**src/common/ooo_settings.svh**
```systemverilog
// ooo back end sizes and operation codes shared by the RTL and the testbench
`ifndef OOO_SETTINGS_SVH
`define OOO_SETTINGS_SVH

//////////////////////////////////////////////////////////////////////
// datapath and buffer sizes
//////////////////////////////////////////////////////////////////////

// operand and result width
`define OOO_XLEN 32

// reorder buffer entries, also the credits held after reset
`define OOO_ROB_DEPTH 8
// log2 of the depth
`define OOO_TAG_W 3

// multiplier latency in cycles, at least 2
`define OOO_MULT_STAGES 3

//////////////////////////////////////////////////////////////////////
// operation codes
//////////////////////////////////////////////////////////////////////

`define OOO_OP_ADD 3'd0
`define OOO_OP_SUB 3'd1
`define OOO_OP_AND 3'd2
`define OOO_OP_XOR 3'd3
`define OOO_OP_MUL 3'd4

`endif

```
**src/common/ooo_pkg.sv**
```systemverilog
// shared value types and packets of the out-of-order back end
`include "ooo_settings.svh"

package ooo_pkg;

	//////////////////////////////////////////////////////////////////////
	// plain vectors with a meaning
	//////////////////////////////////////////////////////////////////////

	// operand or result value
	typedef logic [`OOO_XLEN-1:0] data_t;

	// reorder buffer slot index
	typedef logic [`OOO_TAG_W-1:0] rob_tag_t;

	// architectural destination register
	typedef logic [4:0] reg_idx_t;

	// operation code, see the OOO_OP_* macros
	typedef logic [2:0] op_t;

	//////////////////////////////////////////////////////////////////////
	// packets between the blocks
	//////////////////////////////////////////////////////////////////////

	// decoded instruction with operand values already read
	typedef struct packed {
		op_t      op;
		data_t    operand_a;
		data_t    operand_b;
		reg_idx_t dest;
	} issue_packet_t;

	// result from one execution path back to the reorder buffer
	typedef struct packed {
		logic     valid;
		rob_tag_t tag;
		data_t    value;
	} wb_packet_t;

	// retired instruction, in program order
	typedef struct packed {
		reg_idx_t dest;
		data_t    value;
	} commit_packet_t;

endpackage

```
**src/hdl/alu_unit.sv**
```systemverilog
// single-cycle integer ALU with a registered writeback to the reorder buffer
`include "ooo_settings.svh"

module alu_unit import ooo_pkg::*; (
	input  logic          clock,
	input  logic          reset,
	input  logic          issue_valid,
	input  issue_packet_t issue,
	input  rob_tag_t      alloc_tag,
	output wb_packet_t    alu_wb
);

	// decode and compute in the issue cycle
	logic  is_alu;
	data_t result;

	always_comb begin
		is_alu = 1'b1;
		case (issue.op)
			`OOO_OP_ADD: result = issue.operand_a + issue.operand_b;
			`OOO_OP_SUB: result = issue.operand_a - issue.operand_b;
			`OOO_OP_AND: result = issue.operand_a & issue.operand_b;
			`OOO_OP_XOR: result = issue.operand_a ^ issue.operand_b;
			default: begin
				// multiply or illegal, not ours
				is_alu = 1'b0;
				result = '0;
			end
		endcase
	end

	// writeback register, valid for one cycle
	always_ff @(posedge clock) begin
		alu_wb.tag   <= alloc_tag;
		alu_wb.value <= result;
		if (reset) begin
			alu_wb.valid <= 1'b0;
		end else begin
			alu_wb.valid <= issue_valid && is_alu;
		end
	end

	// every issued code must belong to one of the two paths
	a_known_op: assert property (@(posedge clock) disable iff (reset)
		issue_valid |-> !$isunknown(issue.op) &&
			(is_alu || issue.op == `OOO_OP_MUL))
		else $error("alu_unit: unknown op %0d issued", issue.op);

endmodule

```
**src/mult/mult_unit.sv**
```systemverilog
// pipelined multiplier with fixed latency, one new multiply per cycle
`include "ooo_settings.svh"

module mult_unit import ooo_pkg::*; (
	input  logic          clock,
	input  logic          reset,
	input  logic          issue_valid,
	input  issue_packet_t issue,
	input  rob_tag_t      alloc_tag,
	output wb_packet_t    mult_wb
);

	// product built from two half-width partial products
	localparam int HALF = `OOO_XLEN / 2;

	logic is_mul_issue;

	// per-stage valid, tag and partial value
	wb_packet_t stage_q [`OOO_MULT_STAGES];

	// operands kept for the upper partial product in stage 1
	data_t           a_q;
	logic [HALF-1:0] b_hi_q;

	assign is_mul_issue = issue_valid && (issue.op == `OOO_OP_MUL);

	//////////////////////////////////////////////////////////////////////
	// pipeline
	//////////////////////////////////////////////////////////////////////

	always_ff @(posedge clock) begin
		// stage 0: a times low half of b
		stage_q[0].tag   <= alloc_tag;
		stage_q[0].value <= issue.operand_a * issue.operand_b[HALF-1:0];
		a_q              <= issue.operand_a;
		b_hi_q           <= issue.operand_b[`OOO_XLEN-1:HALF];

		// stage 1: add the shifted upper partial product, low bits only
		stage_q[1].tag   <= stage_q[0].tag;
		stage_q[1].value <= stage_q[0].value + ((a_q * b_hi_q) << HALF);

		// remaining stages only delay the finished product
		for (int i = 2; i < `OOO_MULT_STAGES; i++) begin
			stage_q[i].tag   <= stage_q[i-1].tag;
			stage_q[i].value <= stage_q[i-1].value;
		end

		if (reset) begin
			for (int i = 0; i < `OOO_MULT_STAGES; i++) begin
				stage_q[i].valid <= 1'b0;
			end
		end else begin
			stage_q[0].valid <= is_mul_issue;
			for (int i = 1; i < `OOO_MULT_STAGES; i++) begin
				stage_q[i].valid <= stage_q[i-1].valid;
			end
		end
	end

	// last stage feeds the reorder buffer directly
	assign mult_wb = stage_q[`OOO_MULT_STAGES-1];

	// fixed latency: a result leaves exactly OOO_MULT_STAGES cycles after issue
	a_fixed_latency: assert property (@(posedge clock) disable iff (reset)
		mult_wb.valid == $past(is_mul_issue, `OOO_MULT_STAGES))
		else $error("mult_unit: writeback valid out of step with issue");

endmodule

```
**src/rob/rob.sv**
```systemverilog
// reorder buffer, allocates tags, collects both writebacks, retires in order
`include "ooo_settings.svh"

module rob import ooo_pkg::*; (
	input  logic           clock,
	input  logic           reset,
	input  logic           issue_valid,
	input  issue_packet_t  issue,
	input  wb_packet_t     alu_wb,
	input  wb_packet_t     mult_wb,
	output rob_tag_t       alloc_tag,
	output logic           commit_valid,
	output commit_packet_t commit,
	output logic           credit_return
);

	//////////////////////////////////////////////////////////////////////
	// entry state
	//////////////////////////////////////////////////////////////////////

	// control bits per entry
	logic [`OOO_ROB_DEPTH-1:0] busy;
	logic [`OOO_ROB_DEPTH-1:0] done;

	// payload per entry
	reg_idx_t dest_mem  [`OOO_ROB_DEPTH];
	data_t    value_mem [`OOO_ROB_DEPTH];

	// circular pointers, tag width wraps at the depth
	rob_tag_t head;
	rob_tag_t tail;

	// one extra bit so full and empty differ
	logic [`OOO_TAG_W:0] count;

	logic commit_fire;

	// oldest entry finished
	assign commit_fire = busy[head] && done[head];

	// next free slot goes to both paths
	assign alloc_tag = tail;

	//////////////////////////////////////////////////////////////////////
	// control
	//////////////////////////////////////////////////////////////////////

	always_ff @(posedge clock) begin
		if (reset) begin
			busy          <= '0;
			done          <= '0;
			head          <= '0;
			tail          <= '0;
			count         <= '0;
			commit_valid  <= 1'b0;
			credit_return <= 1'b0;
		end else begin
			// allocate at the tail
			if (issue_valid) begin
				busy[tail] <= 1'b1;
				done[tail] <= 1'b0;
				tail       <= tail + 1'b1;
			end
			// both paths may finish in the same cycle, tags differ
			if (alu_wb.valid) begin
				done[alu_wb.tag] <= 1'b1;
			end
			if (mult_wb.valid) begin
				done[mult_wb.tag] <= 1'b1;
			end
			// retire the head
			if (commit_fire) begin
				busy[head] <= 1'b0;
				head       <= head + 1'b1;
			end
			// occupancy
			case ({issue_valid, commit_fire})
				2'b10:   count <= count + 1'b1;
				2'b01:   count <= count - 1'b1;
				default: count <= count;
			endcase
			// commit and credit leave together
			commit_valid  <= commit_fire;
			credit_return <= commit_fire;
		end
	end

	//////////////////////////////////////////////////////////////////////
	// payload
	//////////////////////////////////////////////////////////////////////

	always_ff @(posedge clock) begin
		if (issue_valid) begin
			dest_mem[tail] <= issue.dest;
		end
		if (alu_wb.valid) begin
			value_mem[alu_wb.tag] <= alu_wb.value;
		end
		if (mult_wb.valid) begin
			value_mem[mult_wb.tag] <= mult_wb.value;
		end
		// registered commit, only meaningful with commit_valid
		commit.dest  <= dest_mem[head];
		commit.value <= value_mem[head];
	end

	//////////////////////////////////////////////////////////////////////
	// checks
	//////////////////////////////////////////////////////////////////////

	// issuer ran past its credits
	a_no_alloc_full: assert property (@(posedge clock) disable iff (reset)
		issue_valid |-> count < `OOO_ROB_DEPTH)
		else $error("rob: allocation while full");

	// a result must land on a waiting entry
	a_alu_wb_target: assert property (@(posedge clock) disable iff (reset)
		alu_wb.valid |-> busy[alu_wb.tag] && !done[alu_wb.tag])
		else $error("rob: alu writeback to idle entry %0d", alu_wb.tag);

	a_mult_wb_target: assert property (@(posedge clock) disable iff (reset)
		mult_wb.valid |-> busy[mult_wb.tag] && !done[mult_wb.tag])
		else $error("rob: mult writeback to idle entry %0d", mult_wb.tag);

	// two paths never finish the same instruction
	a_wb_tag_clash: assert property (@(posedge clock) disable iff (reset)
		!(alu_wb.valid && mult_wb.valid && alu_wb.tag == mult_wb.tag))
		else $error("rob: both writebacks name tag %0d", alu_wb.tag);

endmodule

```
**src/hdl/ooo_core.sv**
```systemverilog
// out-of-order back end top, issue into ALU and multiplier, in-order commit
`include "ooo_settings.svh"

module ooo_core import ooo_pkg::*; (
	input  logic           clock,
	input  logic           reset,
	input  logic           issue_valid,
	input  issue_packet_t  issue,
	output logic           credit_return,
	output logic           commit_valid,
	output commit_packet_t commit
);

	// tag of the slot taken by this cycle's issue
	rob_tag_t alloc_tag;

	// results from the two paths
	wb_packet_t alu_wb;
	wb_packet_t mult_wb;

	//////////////////////////////////////////////////////////////////////
	// execution paths, both see every issue
	//////////////////////////////////////////////////////////////////////

	alu_unit alu_0 (
		.clock      (clock),
		.reset      (reset),
		.issue_valid(issue_valid),
		.issue      (issue),
		.alloc_tag  (alloc_tag),
		.alu_wb     (alu_wb)
	);

	mult_unit mult_0 (
		.clock      (clock),
		.reset      (reset),
		.issue_valid(issue_valid),
		.issue      (issue),
		.alloc_tag  (alloc_tag),
		.mult_wb    (mult_wb)
	);

	// merge point and in-order retire
	rob rob_0 (
		.clock        (clock),
		.reset        (reset),
		.issue_valid  (issue_valid),
		.issue        (issue),
		.alu_wb       (alu_wb),
		.mult_wb      (mult_wb),
		.alloc_tag    (alloc_tag),
		.commit_valid (commit_valid),
		.commit       (commit),
		.credit_return(credit_return)
	);

endmodule

```
**config.mk**
```make
export PLATFORM = sky130hd
export DESIGN_NAME = ooo_core
export DESIGN_NICKNAME = d
export VERILOG_FILES = /design/src/common/ooo_pkg.sv /design/src/hdl/alu_unit.sv /design/src/mult/mult_unit.sv /design/src/rob/rob.sv /design/src/hdl/ooo_core.sv
export VERILOG_INCLUDE_DIRS = /design/src /design/src/common
export SDC_FILE = /design/constraint.sdc
export NUM_CORES = 2
export LEC_CHECK = 0
export BUFFER_PORTS_ARGS = -buffer_cell sky130_fd_sc_hd__buf_2
export CAP_MARGIN = 40
export CORE_MARGIN = 10
export CORE_UTILIZATION = 29
export DETAILED_ROUTE_END_ITERATION = 10
export RECOVER_POWER = 100
export SLEW_MARGIN = 5
export SYNTH_ARGS = -nofsm -noshare
export SYNTH_HDL_FRONTEND = slang
export SYNTH_SLANG_ARGS = --single-unit
```
**constraint.sdc**
```tcl
create_clock -name clock -period 11.2 [get_ports clock]
set_input_delay 1.12 -clock clock [delete_from_list [all_inputs] [get_ports clock]]
set_output_delay 1.12 -clock clock [all_outputs]
set_load 0.02 [all_outputs]
```
# Yosys cells after proc, flatten, opt, wreduce, memory -nomap -nowiden
# Memory sizes are Yosys's and may differ from the RTL's. A register that Yosys moved wholly into a read port is not among the register bits.
# Cells that the tools add are included.
# W data, S select, Z words.
totals:
  ff_bits: 107
  mem_bits_rw: 404
  in_bits: 75
  output_inout_bits: 39
  wordCells: 87
  mem_count: 3
classes:
  n_addsub: 5
  n_mul: 2
  magnitude_cmp: 8
  eq_ne: 4
  muxes: 34
  bitwise: 12
  n_reduce_logical: 9
mem_list:
  columns: ["memory", "depth", "word_bits", "rd", "rd_ports_with_merged_regs", "wr", "line_no", "text"]
  rows:
  - ["rob_0.value_mem", 8, 32, 1, 1, 2, "rob.sv:27", "data_t value_mem [`OOO_ROB_DEPTH];"]
  - ["mult_0.stage_q", 3, 36, 3, 0, 3, "mult_unit.sv:19", "wb_packet_t stage_q [`OOO_MULT_STAGES];"]
  - ["rob_0.dest_mem", 8, 5, 1, 1, 1, "rob.sv:26", "reg_idx_t dest_mem [`OOO_ROB_DEPTH];"]
op_table:
  columns: ["operator", "n"]
  rows:
  - ["$pmux W32 S4", 1]
  - ["$add A32 B32 Y32", 2]
  - ["$mux W8", 8]
  - ["$and A32 B32 Y32", 1]
  - ["$mul A32 B16 Y16", 1]
  - ["$mul A32 B16 Y32", 1]
  - ["$sub A32 B32 Y32", 1]
  - ["$xor A32 B32 Y32", 1]
  - ["$or A8 B8 Y8", 3]
  - ["$mux W1", 19]
  - ["$and A8 B8 Y8", 2]
  - ["$lt A3 B4 Y1 const B", 4]
  - ["$not A8 Y8", 2]
  - ["$demux W1 S3", 4]
  - ["$ge A3 B1 Y1 const B", 4]
  - ["$logic_and A1 B1 Y1", 7]
  - ["$add A3 B1 Y3 const B", 2]
  - ["$bmux W1 S3", 2]
  - ["$eq A3 B2 Y1 const B", 2]
  - ["$reduce_or A4 Y1", 1]
  - ["$eq A3 B1 Y1 const B", 1]
  - ["$eq A3 B3 Y1 const B", 1]
  - ["$logic_not A3 Y1", 1]
  - ["$or A1 B1 Y1", 3]

# Longest topological paths before layout
logic_depth:
  depth_word: 13
  depth_mapped: 25
  ltp_nobuf: 24

# Modules after synthesis
# Synthesis repeated with hierarchy kept, for this count alone.
hier_totals:
  cells_unflattened: 3500
  hier_area_um2: 39417.8
by_module_without_submodules:
  columns: ["mod", "instances", "cells_per_inst", "area_each_um2", "seq_area_each_um2"]
  rows:
  - ["mult_unit", 1, 2072, 19125.8, 2802.7]
  - ["rob", 1, 890, 16015.4, 10089.7]
  - ["alu_unit", 1, 538, 4276.6, 720.7]

# Least setup slack after synthesis
# OpenSTA, ideal clock, no wires.
synth_timing:
  kind: "input to register"
  start: "in issue[7] in the netlist's numbering"
  end: "mem mult_0.stage_q[0][31] in the netlist's numbering"
  setup_ns: 0.120
  t_arrival_ns: 6.489
  t_required_ns: 11.080
  setup_slack_ns: 4.591
  cell_stages: 23
  n_path_buf: 2
  path_cell_list: "clkbuf_1 > clkbuf_1 > nand2_1 > fa_1 > inv_1 > fa_1 > inv_1 > fa_1 > inv_1 > fa_1 > fa_1 > inv_1 > fa_1 > inv_1 > ha_1 > a21o_1 > a21o_1 > a211oi_1 > o2111ai_1 > nand2_1 > o311ai_0 > a21oi_1 > xnor2_1"
synth_rtl:
  columns: ["element", "line_no", "text"]
  rows:
  - ["from (decl)", "ooo_core.sv:8", "input issue_packet_t issue,"]
  - ["to (decl)", "mult_unit.sv:19", null]

# Final worst setup path
layout_timing:
  start: "in issue[71] in the netlist's numbering"
  end: "reg, netlist name alu_0.alu_wb[24]"
layout_via:
  elab_chain_len: 2
  elab_cells_between_ends: 5
  classes_between: "eq/ne (3); mux (1); reduce/logical (1)"
layout_rtl:
  columns: ["element", "line_no", "text"]
  rows:
  - ["$eq A3 B2 Y1 (tied with other cells)", "alu_unit.sv:19", "case (issue.op)"]
  - ["$pmux W32 S4 (*)", "alu_unit.sv:19", null]
  - ["via alu_0.result[24]", "alu_unit.sv:15", "data_t result;"]
# The timed path passes the listed nets; every way through them passes the cells marked *.
# A chain may end at the register's enable or synchronous reset.

==> reports/qor.yml <==
place.gp.congestion: 0.858
synth_area_leaders: "edfxtp_1 23%, fa_1 20%, dfxtp_1 12%, mux2_2 8.7%, ha_1 6.3%"
ys_ff_latch: 529
multi_input_area_um2: 22800
status: "finished, violations left"
n_antenna_cell: 0
cts_resized: 0
regArea_um2: 13600
synth.area.mux_share_pct: 13.7
hold_class: "reg2reg"
die_x_um: 386
min_period_over_period_pct: 69.2
fin_ws_ns: 3.45
hold_buffers: 0
synth_compound_area_share_pct: 5.22
die_y_um: 386
cpMostUsedCell: "clkbuf_1"
netlist.area_leader.share_pct: 22.9
syn-cell-area_um2: 38800
syn2layout_area_growth_pct: 11.0
final_util_pct: 32.3
cts.sinks: 529
io_pins: 114
cts.path.max_buffers: 3
power_mw: 12.5
final_cells: 5296
ys.flop_type: "edfxtp_1"
numCtsBuffers: 54
yosysUniqueCellTypes: 76
gr-usage-all-layers_pct: 14.6
ys_warn_count: 0
fin_skew_ns: 0.0340
synthAdderAreaFrac_pct: 26.2
initial_core_util_pct: 29.1
yosys.area_share.xor_xnor_pct: 3.54
cts_setup_buffers: 0
ant_nets: 0
cp.required_ns: 11.59
synth-seq-area-share_pct: 34.9
gr-total-overflow: 0
post-synth-top-area-cell: "edfxtp_1"
fmax_mhz: 129
worstPathArrival_ns: 8.14
drive_gt1_share_pct: 14.7
cts_root_buffer: "clkbuf_16"
p_per_area_nw_per_um2: 290
crit_path_max_incr_delay_ns: 1.40
synthSimpleGateAreaFrac_pct: 10.0
drv_cap: 33
place_inst: 5193
crit_fanout: 25
path_class: "in2reg"
setup_viol: 0
path_clk_slew_ns: 0.06
synth_top_family_by_area: "adder cells"
grt_max_degree: 55
vias_per_cell: 4.80
ctsHtreeMaxLevel: 2
synth_edf_count: 296
cp-end-kind: "register"
wire_per_inst_um: 20.6
violations: "capacitance limit, slew limit"
crit_family: "buffers and inverters"
fill_cells: 13400
syn_nets: 4097
clk_latency_ns: 0.63
path_cells: "buf_2 > clkbuf_1 > nor2_1 > nand2_1 > clkbuf_1 > o31ai_1 > xor2_1 > ha_1 > o21ai_0 > o21ai_0 > a21oi_1 > o311ai_0 > clkbuf_1 > o211ai_1 > a21oi_1 > mux2_2 > a2111oi_0"
fin_setup_tns_ns: 0
rows: 134
tightest_slew_ns: 3.60
first_global_vias: 26900
vias: 25400
die-area_um2: 149000
drtIter0Drc: 1776
place_ws_ns: 3.92
dp_hpwl_um: 74700
layout_min_cycle_time_ns: 7.75
path_buf_inv: 4
syn-instance-count: 3440
avgSynthCellArea_um2: 11.3
antenna_found_initial: 9
drt_first_pass_iters: 5
final-hold-violation-count: 0
design.core.area_um2: 133000
irDropWorstVdd_uv: 429
grt_setup_unrepaired: "no"
grt_first_pass_wirelength_um: 168000
drt_wl_total_um: 109000
portBuffers: 113
drc: 0
leakagePower_nw: 17.8
layout.nets: 4139
final_max_slew_viol_count: 793
maxSlewHeadroom_pct: -143
crit_path_start_kind: "input pin"
critical_path.slowest_cell: "clkbuf_1"
tritoncts: "built"
synthArstFlopShare_pct: 0
## worst reg2reg max path, stage by stage (launching register included)
cell and delay (ns):
dfxtp_1 2.13, clkbuf_1 1.29, clkbuf_1 1.83, o21ai_0 0.34, mux4_2 0.62, nor2b_1 0.22
a311oi_1 0.39
## stage by stage
stage	hold slack (ns)	cell area, um2
floorplan	0.310	38800
global placement	0.310	41300
detailed placement	0.312	41400
CTS	0.294	43400
global route	0.298	43100
finish	0.295	43100
## logic make-up (layout without fill, tap and decap cells)
| kind of cell | count (synthesis) | in the layout |
|---|---|---|
| DFF | 529 | 529 |
| xor gates and xnor gates | 157 | 157 |
| AOI/OAI and AO/OA | 304 | 304 |
| buffers and inverters | 661 | 749 |
| and+or+nand+nor | 808 | 808 |
| muxes | 399 | 399 |
| adders and majority gates | 582 | 582 |
## where the power goes
| part | internal [mW] | switching, mW |
|---|---|---|
| logic | 3.32 | 4.51 |
| clock network | 1.22 | 0.814 |
| registers | 2.42 | 0.242 |
| total | 6.95 | 5.56 |
## sequential cells by signal (all words and copies together) (netlist names)
signal / flops
alu_0.alu_wb: 35
mult_0.a_q: 16
mult_0.b_hi_q: 16
mult_0.stage_q: 106
rob_0.alloc_tag: 3
rob_0.busy: 8
rob_0.commit: 37
rob_0.commit_valid: 1
rob_0.dest_mem: 40
rob_0.done: 8
rob_0.head: 3
rob_0.value_mem: 256
## cells in the final DEF, fill, tap and decap left out, types with 32 or more instances in the layout
master	n
o21ai_0	64
inv_1	503
and2_1	183
nand2_1	378
dfxtp_1	231
buf_2	35
ha_1	196
nor2_1	95
mux2_2	276
a21oi_1	72
clkbuf_1	111
xor2_1	52
mux4_2	75
clkbuf_16	56
edfxtp_1	296
fa_1	386
xnor2_1	105
a211oi_1	32
## layout make-up
class,instances,area share [%]
well taps,1768,5.13
repair buffers,144,1.49
clock buffers,69,3.50
inverters,503,4.38
flip-flops and latches,529,31.5
clock inverters,33,1.18
multi-input cells,2250,52.9
## layer usage
| layer | vias up | global-route usage [%] | share of wire (%) |
|---|---|---|---|
| li1 | 11500 | - | - |
| met1 | 12900 | 20.4 | 46 |
| met2 | 825 | 23.2 | 45 |
| met3 | 184 | 2.69 | 6.8 |
| met4 | 10 | 3.99 | 2.9 |
| met5 | - | 0 | 0.059 |
## final timing paths
path                    startpoint               endpoint  slack [ns]  depth (start not counted)
min reg2reg  mult_0.stage_q[0][44]  mult_0.stage_q[0][80]        0.29                          0
max                      issue[71]       alu_0.alu_wb[24]        3.45                         17
max reg2reg          rob_0.head[0]          rob_0.busy[6]        4.29                          6
min          mult_0.stage_q[0][44]  mult_0.stage_q[0][80]        0.29                          0
## synthesized netlist by cell type, drive strengths merged, types with 4 or more instances
master,n
a21boi,4
or4,4
nor4,6
nand4,4
buf,16
or2,7
o21bai,8
and3,15
fa,386
or3,11
and2,195
a211oi,32
edfxtp,296
clkbuf,142
nand3,23
nor2b,19
a21oi,72
nand2,380
mux2,300
o31ai,13
xor2,52
o21ba,5
nor3,25
ha,196
o21ai,71
xnor2,105
nand2b,17
mux2i,24
nor2,96
a21o,31
inv,503
o21a,17
o211ai,10
o41ai,6
dfxtp,233
a31oi,9
mux4,75
a311oi,4
Power figures use the tool's default switching activity.
